**config.mk**
```make
export PLATFORM = sky130hd
export DESIGN_NAME = div_unit_top
export DESIGN_NICKNAME = d
export VERILOG_FILES = /design/src/div_op_pkg.sv /design/src/div_res_pkg.sv /design/src/div_req_intake.sv /design/src/div_fifo.sv /design/src/div_core.sv /design/src/div_result_port.sv /design/src/div_unit_top.sv
export VERILOG_INCLUDE_DIRS = /design/src /design/src/src
export SDC_FILE = /design/constraint.sdc
export NUM_CORES = 2
export LEC_CHECK = 0
export ABC_AREA = 1
export ABC_CLOCK_PERIOD_IN_PS = 9400
export BUFFER_PORTS_ARGS = -buffer_cell sky130_fd_sc_hd__buf_4
export CAP_MARGIN = 15
export CORE_AREA = 2 2 322 324
export DETAILED_ROUTE_END_ITERATION = 16
export DIE_AREA = 0 0 324 326
export GPL_ROUTABILITY_DRIVEN = 1
export PLACE_DENSITY = 0.78
export SLEW_MARGIN = 15
export SYNTH_ARGS = -nofsm -noshare
export SYNTH_HDL_FRONTEND = slang
export SYNTH_SLANG_ARGS = --single-unit
```
**constraint.sdc**
```tcl
create_clock -name clk -period 9.4 [get_ports clk]
set_input_delay 0.47 -clock clk [delete_from_list [all_inputs] [get_ports clk]]
set_output_delay 0.47 -clock clk [all_outputs]
set_load 0.005 [all_outputs]
```
**src/div_consts.svh**
```systemverilog
// *********************************************************************
// Divide unit constants.
// Operand width, result tag width and default FIFO depth.
// *********************************************************************
`ifndef DIV_CONSTS_SVH
`define DIV_CONSTS_SVH

// operand and result width.
`define DIV_XLEN 64

// tag that follows a request to its result.
`define DIV_TAG_W 4

// default entries in each FIFO.
`define DIV_FIFO_DEPTH 4

`endif

```
**src/div_op_pkg.sv**
```systemverilog
// *********************************************************************
// Divide request types.
// Operation encoding, the raw input bundle and the decoded request.
// *********************************************************************
`default_nettype none

`include "div_consts.svh"

package div_op_pkg;

    // bit 2 word, bit 1 remainder, bit 0 unsigned.
    typedef enum logic [2:0] {
        OP_DIV   = 3'b000,
        OP_DIVU  = 3'b001,
        OP_REM   = 3'b010,
        OP_REMU  = 3'b011,
        OP_DIVW  = 3'b100,
        OP_DIVUW = 3'b101,
        OP_REMW  = 3'b110,
        OP_REMUW = 3'b111
    } div_op_e;

    // as presented on the input port.
    typedef struct packed {
        div_op_e                  op;
        logic [`DIV_TAG_W-1:0]    tag;
        logic [`DIV_XLEN-1:0]     dividend;
        logic [`DIV_XLEN-1:0]     divisor;
    } div_in_t;

    // decoded, as held in the request FIFO.
    typedef struct packed {
        logic [`DIV_TAG_W-1:0]    tag;
        logic                     is_signed;
        logic                     is_word;
        logic                     want_rem;
        logic [`DIV_XLEN-1:0]     dividend;
        logic [`DIV_XLEN-1:0]     divisor;
    } div_req_t;

endpackage

`default_nettype wire

```
**src/div_res_pkg.sv**
```systemverilog
// *********************************************************************
// Divide result types.
// *********************************************************************
`default_nettype none

`include "div_consts.svh"

package div_res_pkg;

    // value is the quotient or remainder, already sign-extended.
    typedef struct packed {
        logic [`DIV_TAG_W-1:0]    tag;
        logic [`DIV_XLEN-1:0]     value;
        logic                     div_by_zero;
    } div_res_t;

endpackage

`default_nettype wire

```
**src/div_req_intake.sv**
```systemverilog
// *********************************************************************
// Divide request intake.
// Four-phase receiver that decodes each request into the request FIFO.
// *********************************************************************
`timescale 1ns/1ns
`default_nettype none

module div_req_intake (
    input  logic                  clk,
    input  logic                  rst_n,
    input  logic                  in_req,
    input  div_op_pkg::div_in_t   in_data,
    output logic                  in_ack,
    output logic                  push,
    output div_op_pkg::div_req_t  push_data,
    input  logic                  full
);
    import div_op_pkg::*;

    typedef enum logic [1:0] {
        ST_WAIT_REQ,
        ST_ACK,
        ST_WAIT_FALL
    } state_e;

    state_e  state;
    div_op_e op;

    assign op = in_data.op;

    // accept only when there is room.
    assign push = (state == ST_WAIT_REQ) && in_req && !full;
    assign in_ack = (state != ST_WAIT_REQ);

    always_comb begin
        push_data.tag       = in_data.tag;
        push_data.is_signed = !op[0];
        push_data.is_word   = op[2];
        push_data.want_rem  = op[1];
        push_data.dividend  = in_data.dividend;
        push_data.divisor   = in_data.divisor;
    end

    always_ff @(posedge clk or negedge rst_n) begin
        if (!rst_n) begin
            state <= ST_WAIT_REQ;
        end else begin
            case (state)
                ST_WAIT_REQ: if (push) state <= ST_ACK;
                ST_ACK:      state <= in_req ? ST_WAIT_FALL : ST_WAIT_REQ;
                ST_WAIT_FALL: if (!in_req) state <= ST_WAIT_REQ;
                default:     state <= ST_WAIT_REQ;
            endcase
        end
    end

endmodule

`default_nettype wire

```
**src/div_fifo.sv**
```systemverilog
// *********************************************************************
// Show-ahead FIFO.
// Circular buffer with an occupancy count; the payload is a parameter.
// *********************************************************************
`timescale 1ns/1ns
`default_nettype none

`include "div_consts.svh"

module div_fifo #(
    parameter type payload_t = logic,
    parameter int  DEPTH     = `DIV_FIFO_DEPTH
) (
    input  logic     clk,
    input  logic     rst_n,
    input  logic     push,
    input  payload_t push_data,
    output logic     full,
    input  logic     pop,
    output payload_t pop_data,
    output logic     empty
);
    localparam int PTR_W = (DEPTH > 1) ? $clog2(DEPTH) : 1;
    localparam int CNT_W = $clog2(DEPTH + 1);
    localparam logic [PTR_W-1:0] LAST = PTR_W'(DEPTH - 1);

    payload_t         mem [DEPTH];
    logic [PTR_W-1:0] wr_ptr;
    logic [PTR_W-1:0] rd_ptr;
    logic [CNT_W-1:0] count;
    logic             do_push;
    logic             do_pop;

    assign full     = (count == CNT_W'(DEPTH));
    assign empty    = (count == '0);
    assign do_push  = push && !full;
    assign do_pop   = pop && !empty;
    assign pop_data = mem[rd_ptr];

    always_ff @(posedge clk) begin
        if (do_push) mem[wr_ptr] <= push_data;
    end

    always_ff @(posedge clk or negedge rst_n) begin
        if (!rst_n) begin
            wr_ptr <= '0;
            rd_ptr <= '0;
            count  <= '0;
        end else begin
            if (do_push) wr_ptr <= (wr_ptr == LAST) ? '0 : wr_ptr + 1'b1;
            if (do_pop) rd_ptr <= (rd_ptr == LAST) ? '0 : rd_ptr + 1'b1;
            // simultaneous push and pop leaves the count alone.
            if (do_push && !do_pop) count <= count + 1'b1;
            else if (do_pop && !do_push) count <= count - 1'b1;
        end
    end

endmodule

`default_nettype wire

```
**src/div_core.sv**
```systemverilog
// *********************************************************************
// Iterative restoring divider.
// One quotient bit per cycle, RISC-V sign, word and special-case rules.
// *********************************************************************
`timescale 1ns/1ns
`default_nettype none

`include "div_consts.svh"

module div_core (
    input  logic                  clk,
    input  logic                  rst_n,
    input  div_op_pkg::div_req_t  req_head,
    input  logic                  req_empty,
    output logic                  req_pop,
    output logic                  res_push,
    output div_res_pkg::div_res_t res_data,
    input  logic                  res_full
);
    import div_op_pkg::*;
    import div_res_pkg::*;

    localparam int XLEN  = `DIV_XLEN;
    localparam int HALF  = XLEN / 2;
    localparam int CNT_W = $clog2(XLEN);

    typedef enum logic [1:0] {
        S_IDLE,
        S_ITER,
        S_FINAL
    } state_e;

    state_e                 state;
    logic [CNT_W-1:0]       cnt;

    // operation context, captured at pop.
    logic [`DIV_TAG_W-1:0]  tag_q;
    logic                   word_q;
    logic                   rem_sel_q;
    logic                   neg_q_q;
    logic                   neg_r_q;
    logic                   dz_q;
    logic                   ovf_q;
    logic [XLEN-1:0]        dvd_q;
    logic [XLEN-1:0]        dvs_q;
    logic [XLEN-1:0]        rem_q;
    logic [XLEN-1:0]        quo_q;

    logic [XLEN-1:0]        a_ext;
    logic [XLEN-1:0]        b_ext;
    logic                   a_neg;
    logic                   b_neg;
    logic                   is_dz;
    logic                   is_ovf;
    logic [XLEN:0]          r_shift;
    logic [XLEN:0]          r_diff;
    logic [XLEN-1:0]        raw;

    // word forms see only the low half.
    function automatic logic [XLEN-1:0] ext_op(input logic [XLEN-1:0] v,
                                               input logic word,
                                               input logic sgn);
        if (!word) return v;
        return {{HALF{sgn & v[HALF-1]}}, v[HALF-1:0]};
    endfunction

    always_comb begin
        a_ext  = ext_op(req_head.dividend, req_head.is_word, req_head.is_signed);
        b_ext  = ext_op(req_head.divisor, req_head.is_word, req_head.is_signed);
        a_neg  = req_head.is_signed && a_ext[XLEN-1];
        b_neg  = req_head.is_signed && b_ext[XLEN-1];
        is_dz  = (b_ext == '0);
        is_ovf = req_head.is_signed && (b_ext == '1) &&
                 (a_ext == (req_head.is_word ? {{(HALF+1){1'b1}}, {(HALF-1){1'b0}}}
                                             : {1'b1, {(XLEN-1){1'b0}}}));
    end

    // shift in the next dividend bit and try the subtraction.
    assign r_shift = {rem_q, quo_q[XLEN-1]};
    assign r_diff  = r_shift - {1'b0, dvs_q};

    assign req_pop  = (state == S_IDLE) && !req_empty;
    assign res_push = (state == S_FINAL) && !res_full;

    always_ff @(posedge clk or negedge rst_n) begin
        if (!rst_n) begin
            state <= S_IDLE;
            cnt   <= '0;
        end else begin
            case (state)
                S_IDLE: begin
                    if (req_pop) begin
                        state <= (is_dz || is_ovf) ? S_FINAL : S_ITER;
                        cnt   <= req_head.is_word ? CNT_W'(HALF - 1) : CNT_W'(XLEN - 1);
                    end
                end
                S_ITER: begin
                    if (cnt == '0) state <= S_FINAL;
                    cnt <= cnt - 1'b1;
                end
                S_FINAL: if (res_push) state <= S_IDLE;
                default: state <= S_IDLE;
            endcase
        end
    end

    always_ff @(posedge clk) begin
        if (req_pop) begin
            tag_q     <= req_head.tag;
            word_q    <= req_head.is_word;
            rem_sel_q <= req_head.want_rem;
            neg_q_q   <= a_neg ^ b_neg;
            neg_r_q   <= a_neg;
            dz_q      <= is_dz;
            ovf_q     <= is_ovf;
            dvd_q     <= req_head.dividend;
            dvs_q     <= b_neg ? -b_ext : b_ext;
            rem_q     <= '0;
            // word magnitude goes to the top so the first shift sees bit 31.
            quo_q     <= req_head.is_word ? (a_neg ? -a_ext : a_ext) << HALF
                                          : (a_neg ? -a_ext : a_ext);
        end else if (state == S_ITER) begin
            rem_q <= r_diff[XLEN] ? r_shift[XLEN-1:0] : r_diff[XLEN-1:0];
            quo_q <= {quo_q[XLEN-2:0], !r_diff[XLEN]};
        end
    end

    always_comb begin
        if (dz_q) raw = rem_sel_q ? dvd_q : '1;
        else if (ovf_q) raw = rem_sel_q ? '0 : dvd_q;
        else if (rem_sel_q) raw = neg_r_q ? -rem_q : rem_q;
        else raw = neg_q_q ? -quo_q : quo_q;
        res_data.tag         = tag_q;
        res_data.value       = word_q ? {{HALF{raw[HALF-1]}}, raw[HALF-1:0]} : raw;
        res_data.div_by_zero = dz_q;
    end

endmodule

`default_nettype wire

```
**src/div_result_port.sv**
```systemverilog
// *********************************************************************
// Divide result port.
// Pops the result FIFO and runs a four-phase sender.
// *********************************************************************
`timescale 1ns/1ns
`default_nettype none

module div_result_port (
    input  logic                  clk,
    input  logic                  rst_n,
    input  logic                  empty,
    output logic                  pop,
    input  div_res_pkg::div_res_t pop_data,
    output logic                  out_req,
    output div_res_pkg::div_res_t out_data,
    input  logic                  out_ack
);
    import div_res_pkg::*;

    typedef enum logic [1:0] {
        S_IDLE,
        S_REQ,
        S_ACK_LOW
    } state_e;

    state_e   state;
    div_res_t data_q;

    assign pop      = (state == S_IDLE) && !empty;
    assign out_req  = (state == S_REQ);
    assign out_data = data_q;

    always_ff @(posedge clk or negedge rst_n) begin
        if (!rst_n) begin
            state <= S_IDLE;
        end else begin
            case (state)
                S_IDLE:    if (pop) state <= S_REQ;
                S_REQ:     if (out_ack) state <= S_ACK_LOW;
                // next result only once the ack is gone.
                S_ACK_LOW: if (!out_ack) state <= S_IDLE;
                default:   state <= S_IDLE;
            endcase
        end
    end

    always_ff @(posedge clk) begin
        if (pop) data_q <= pop_data;
    end

endmodule

`default_nettype wire

```
**src/div_unit_top.sv**
```systemverilog
// *********************************************************************
// Divide unit top level.
// Intake, request FIFO, divider core, result FIFO and result port.
// *********************************************************************
`timescale 1ns/1ns
`default_nettype none

`include "div_consts.svh"

module div_unit_top (
    input  logic                  clk,
    input  logic                  rst_n,
    input  logic                  in_req,
    input  div_op_pkg::div_in_t   in_data,
    output logic                  in_ack,
    output logic                  out_req,
    output div_res_pkg::div_res_t out_data,
    input  logic                  out_ack
);
    import div_op_pkg::*;
    import div_res_pkg::*;

    logic     rq_push;
    logic     rq_full;
    logic     rq_pop;
    logic     rq_empty;
    div_req_t rq_wdata;
    div_req_t rq_head;

    logic     rs_push;
    logic     rs_full;
    logic     rs_pop;
    logic     rs_empty;
    div_res_t rs_wdata;
    div_res_t rs_head;

    div_req_intake i_div_req_intake (
        .clk       (clk),
        .rst_n     (rst_n),
        .in_req    (in_req),
        .in_data   (in_data),
        .in_ack    (in_ack),
        .push      (rq_push),
        .push_data (rq_wdata),
        .full      (rq_full)
    );

    div_fifo #(
        .payload_t (div_req_t),
        .DEPTH     (`DIV_FIFO_DEPTH)
    ) i_req_fifo (
        .clk       (clk),
        .rst_n     (rst_n),
        .push      (rq_push),
        .push_data (rq_wdata),
        .full      (rq_full),
        .pop       (rq_pop),
        .pop_data  (rq_head),
        .empty     (rq_empty)
    );

    div_core i_div_core (
        .clk       (clk),
        .rst_n     (rst_n),
        .req_head  (rq_head),
        .req_empty (rq_empty),
        .req_pop   (rq_pop),
        .res_push  (rs_push),
        .res_data  (rs_wdata),
        .res_full  (rs_full)
    );

    div_fifo #(
        .payload_t (div_res_t),
        .DEPTH     (`DIV_FIFO_DEPTH)
    ) i_res_fifo (
        .clk       (clk),
        .rst_n     (rst_n),
        .push      (rs_push),
        .push_data (rs_wdata),
        .full      (rs_full),
        .pop       (rs_pop),
        .pop_data  (rs_head),
        .empty     (rs_empty)
    );

    div_result_port i_div_result_port (
        .clk      (clk),
        .rst_n    (rst_n),
        .empty    (rs_empty),
        .pop      (rs_pop),
        .pop_data (rs_head),
        .out_req  (out_req),
        .out_data (out_data),
        .out_ack  (out_ack)
    );

endmodule

`default_nettype wire

```
==> results.tsv <==
stage	metric	value	unit
status	outcome	complete, no violations	
setup_path	worst flop-to-flop path startpoint	i_req_fifo.rd_ptr[0]	
floorplan	Starting Density	0.602	
clock_network	Longest Clk Path Bufs	3	
pwr	Clk pwr share	0.174	
setup_path	crit path DAT	5700	ps
pwr	switching share of power	0.488	
global_routing	largest net degree at the start of global routing	130	
setup_path	crit-path cells	inv_8 > buf_4 > nand2_1 > nand3_1 > nand2_1 > nand2_1 > nand3_2 > inv_2 > nand2_1 > nand2_2 > nor2_4 > a21oi_1 > o21ai_0 > nand2_1 > inv_1	
worst_hold_path	hold depth	2	
detailed_routing	DR WL/cell	25.2	um
timing	Max Slew Vio Count	0	
global_routing	overall routing resource usage	0.415	
finish	most common cell after layout, fill and taps aside	nand2_1	
timing	post-route minimum period	5210	ps
timing	f_max	192	MHz
detailed_routing	DRT Pass-1 Iters	9	
finish	synth-to-layout area growth	12.3	%
timing	worst rel slew slack	0.287	
finish	commonest cells after routing, fill and taps aside	nand2_1, edfxtp_1, nor2_1, inv_1, nand3_1	
synthesis	async set or reset register ratio after synthesis	0.0221	
timing	clock skew	71.5	ps
finish	footprint of the multi-input gates	23000	sq um
setup_path	Slowest-stage cell, CP	inv_2	
setup_path	most used cell along the critical path	nand2_1	
setup_path	Setup CP Type	flip-flop to flip-flop	
clock_network	Clock Tree Root	clkbuf_16	
synthesis	Synth warnings	0	
clock_network	post-CTS setup buffers	0	
place	GP Congestion	1.10	
pwr	Pwr Density	394	nW/um^2
floorplan	# rows	118	
setup_path	r2r endpoint	i_div_core.quo_q[42]	
global_routing	vias in the first global route	51000	
finish	Final Util	0.677	
detailed_routing	Remaining DRCs	0	
pwr	Cell Int Power	14.0	mW
global_routing	antenna violations before repair	7	
synthesis	mean post-synth cell area	8.67	sq um
clock_network	CTS tree	done	
worst_hold_path	hold wc startpoint	in_data[132]	
setup_path	crit path max fanout	129	
pwr	sequential power share	0.329	
synthesis	sequential fraction of the synthesis area	0.559	
timing	Final Worst Setup Slack	4190	ps
timing	Fin. Hold Viols	0	
worst_hold_path	worst hold path endpoint	i_req_fifo.mem[3][130]	
pwr	leak pwr	29.0	nW
pwr	Psw	13.3	mW
pwr	total power	27.4	mW
clock_network	clk_lat worst skew	770	ps
floorplan	Core Region	103000	sq um
worst_hold_path	HP Class	primary input to flip-flop	
clock_network	clock sink count	1177	
synthesis	Post-Syn Area	61800	sq um
place	Cells after DPL	8499	
setup_path	worst path required time	9890	ps
timing	worst slew pin tran	1070	ps
floorplan	chip height	326	um
synthesis	ys flop type	edfxtp_1	
clock_network	H-tree Lvls	3	
run	max-cap viol count	0	
clock_network	TritonCTS buffer count	117	
synthesis	post-synthesis sequential element count	1177	
detailed_routing	antenna viol nets, final	0	
clock_network	clk slew on worst S/H paths	70	ps
synthesis	Synth cell types	54	
floorplan	Die ar.	106000	sq um
timing	Finish-stage setup viols	0	
timing	RSZ-0062 raised after global routing	false	
global_routing	gr ovfl total	0	
finish	Non-Filler Instances	8859	
detailed_routing	Post-Route WL	223000	um
setup_path	Worst Setup Start Kind	flip-flop	
finish	share of layout cells above drive strength 1	0.0725	
place	I/O Buffers	209	
clock_network	CTS resizes	0	
floorplan	num ports	210	
global_routing	first-pass GRT wire length	323000	um
clock_network	Post-CTS Hold Fix Bufs	137	
setup_path	R2R Setup Slk	4190	ps
pwr	IR drop worst, VDD	0.374	mV
timing	total negative slack	0	ps
finish	Nets	7601	
detailed_routing	Iter 0 DRT Violations	8648	
finish	Layout fillers	7655	
pwr	Logic pwr share	0.497	
setup_path	worst r2r path cells	15	
setup_path	crit end category	flip-flop	
place	pre-CTS setup slack	4400	ps
synthesis	post-synthesis cell count	7130	
synthesis	EDFF count, synth	1087	
finish	Register Area	34600	sq um
detailed_routing	via count	54400	
place	hpwl dp	154000	um
setup_path	Worst path max stage delay	920	ps
synthesis	Mapped Nets	7355	
detailed_routing	detailed-route vias per instance	6.14	
timing	Final period util	0.554	
floorplan	Die W	324	um
## layout make-up
class | count | share of cell area
Sequential cell | 1177 | 0.498
Inverter | 760 | 0.0413
Timing Repair Buffer | 396 | 0.0484
Multi-Input combinational cell | 4924 | 0.331
Clock inverter | 61 | 0.0104
Clock buffer | 159 | 0.0455
Tap cell | 1380 | 0.0249
Antenna cell | 2 | 0.0000721
## power by group through the flow
| stage | Combinational [mW] | Sequential (mW) | Clock, mW |
|---|---|---|---|
| after floorplan | 8.56 | 8.56 | 0 |
| after global placement | 12.6 | 8.93 | 0 |
| after detailed placement | 12.9 | 8.98 | 0 |
| after CTS | 13.0 | 8.89 | 4.71 |
| after global routing | 14.6 | 9.03 | 4.93 |
| final | 13.6 | 9.00 | 4.76 |
## per-layer routing
layer / up-vias / global-route usage / part of all wire
li1: 24300 / - / -
met1: 25500 / 0.575 / 0.38
met2: 4010 / 0.632 / 0.44
met3: 587 / 0.0903 / 0.12
met4: 6 / 0.179 / 0.052
met5: - / 0 / 0.00015
## cells by family after synthesis
group / count (synthesis) / share of synthesized area
and+or+nand+nor: 3724 / 0.249
DFF: 1177 / 0.559
buffers and inverters: 1029 / 0.0701
AOI/OAI and AO/OA: 982 / 0.0847
xor gates and xnor gates: 130 / 0.0184
adders and majority gates: 86 / 0.0178
muxes: 2 / 0.000364
## registers in the layout, summed over array words and instances, names as in the netlist, 2 cells and up
name / count
i_req_fifo.mem: 540
i_res_fifo.mem: 276
i_div_result_port.out_data: 69
i_div_core.dvd_q: 64
i_div_core.dvs_q: 64
i_div_core.quo_q: 64
i_div_core.rem_q: 64
i_div_core.cnt: 6
i_div_core.tag_q: 4
i_req_fifo.count: 3
i_res_fifo.count: 3
i_div_core.state: 2
i_div_req_intake.state: 2
i_div_result_port.state: 2
i_req_fifo.rd_ptr: 2
i_req_fifo.wr_ptr: 2
i_res_fifo.rd_ptr: 2
i_res_fifo.wr_ptr: 2
## critical path, delay by kind of cell (launching register included)
family | cells | cell delay (ps)
and+or+nand+nor | 9 | 1520
AOI/OAI and AO/OA | 2 | 220
buffers and inverters | 4 | 2320
DFF | 1 | 770
## per-stage QoR
step                      hold slack [ps]  cell area [sq um]
after floorplan                       174              61800
after global placement                424              64200
after detailed placement              433              64200
after CTS                            40.8              69400
after global routing                 63.9              69400
final                                85.5              69400
## Yosys cell counts, types with 8 or more instances
master / instances / area share
a21oi_1: 251 / 0.020
a31oi_1: 31 / 0.0031
and2_1: 9 / 0.00091
buf_1: 18 / 0.0011
buf_2: 65 / 0.0053
buf_4: 24 / 0.0029
buf_6: 36 / 0.0066
clkbuf_1: 124 / 0.0075
dfrtp_1: 26 / 0.011
dfxtp_1: 64 / 0.021
edfxtp_1: 1087 / 0.53
ha_1: 83 / 0.017
inv_1: 742 / 0.045
inv_2: 15 / 0.00091
nand2_1: 2053 / 0.12
nand2_2: 26 / 0.0026
nand3_1: 529 / 0.043
nand3b_1: 22 / 0.0027
nand4_1: 112 / 0.011
nor2_1: 852 / 0.052
nor2_2: 16 / 0.0016
nor3_1: 54 / 0.0044
nor4_1: 18 / 0.0018
o211ai_1: 16 / 0.0019
o21ai_0: 497 / 0.040
o21ai_1: 41 / 0.0033
o21bai_1: 11 / 0.0013
o22ai_1: 114 / 0.012
or2_2: 8 / 0.00081
xnor2_1: 22 / 0.0031
xor2_1: 108 / 0.015
## how the worst max path moves through the flow
stage                                          from                   end  slack (ps)  depth (start not counted)
final                          i_req_fifo.rd_ptr[0]  i_div_core.quo_q[42]        4190                         15
after global routing           i_req_fifo.rd_ptr[0]  i_div_core.quo_q[42]        3830                         15
after CTS                      i_req_fifo.rd_ptr[0]  i_div_core.quo_q[42]        4340                         15
after detailed placement       i_req_fifo.rd_ptr[0]  i_div_core.quo_q[42]        4400                         15
after global placement         i_req_fifo.rd_ptr[0]  i_div_core.quo_q[42]        4480                         15
after floorplan           i_div_req_intake.state[1]  i_req_fifo.mem[0][0]        2080                          5
Power figures use the tool's default switching activity.
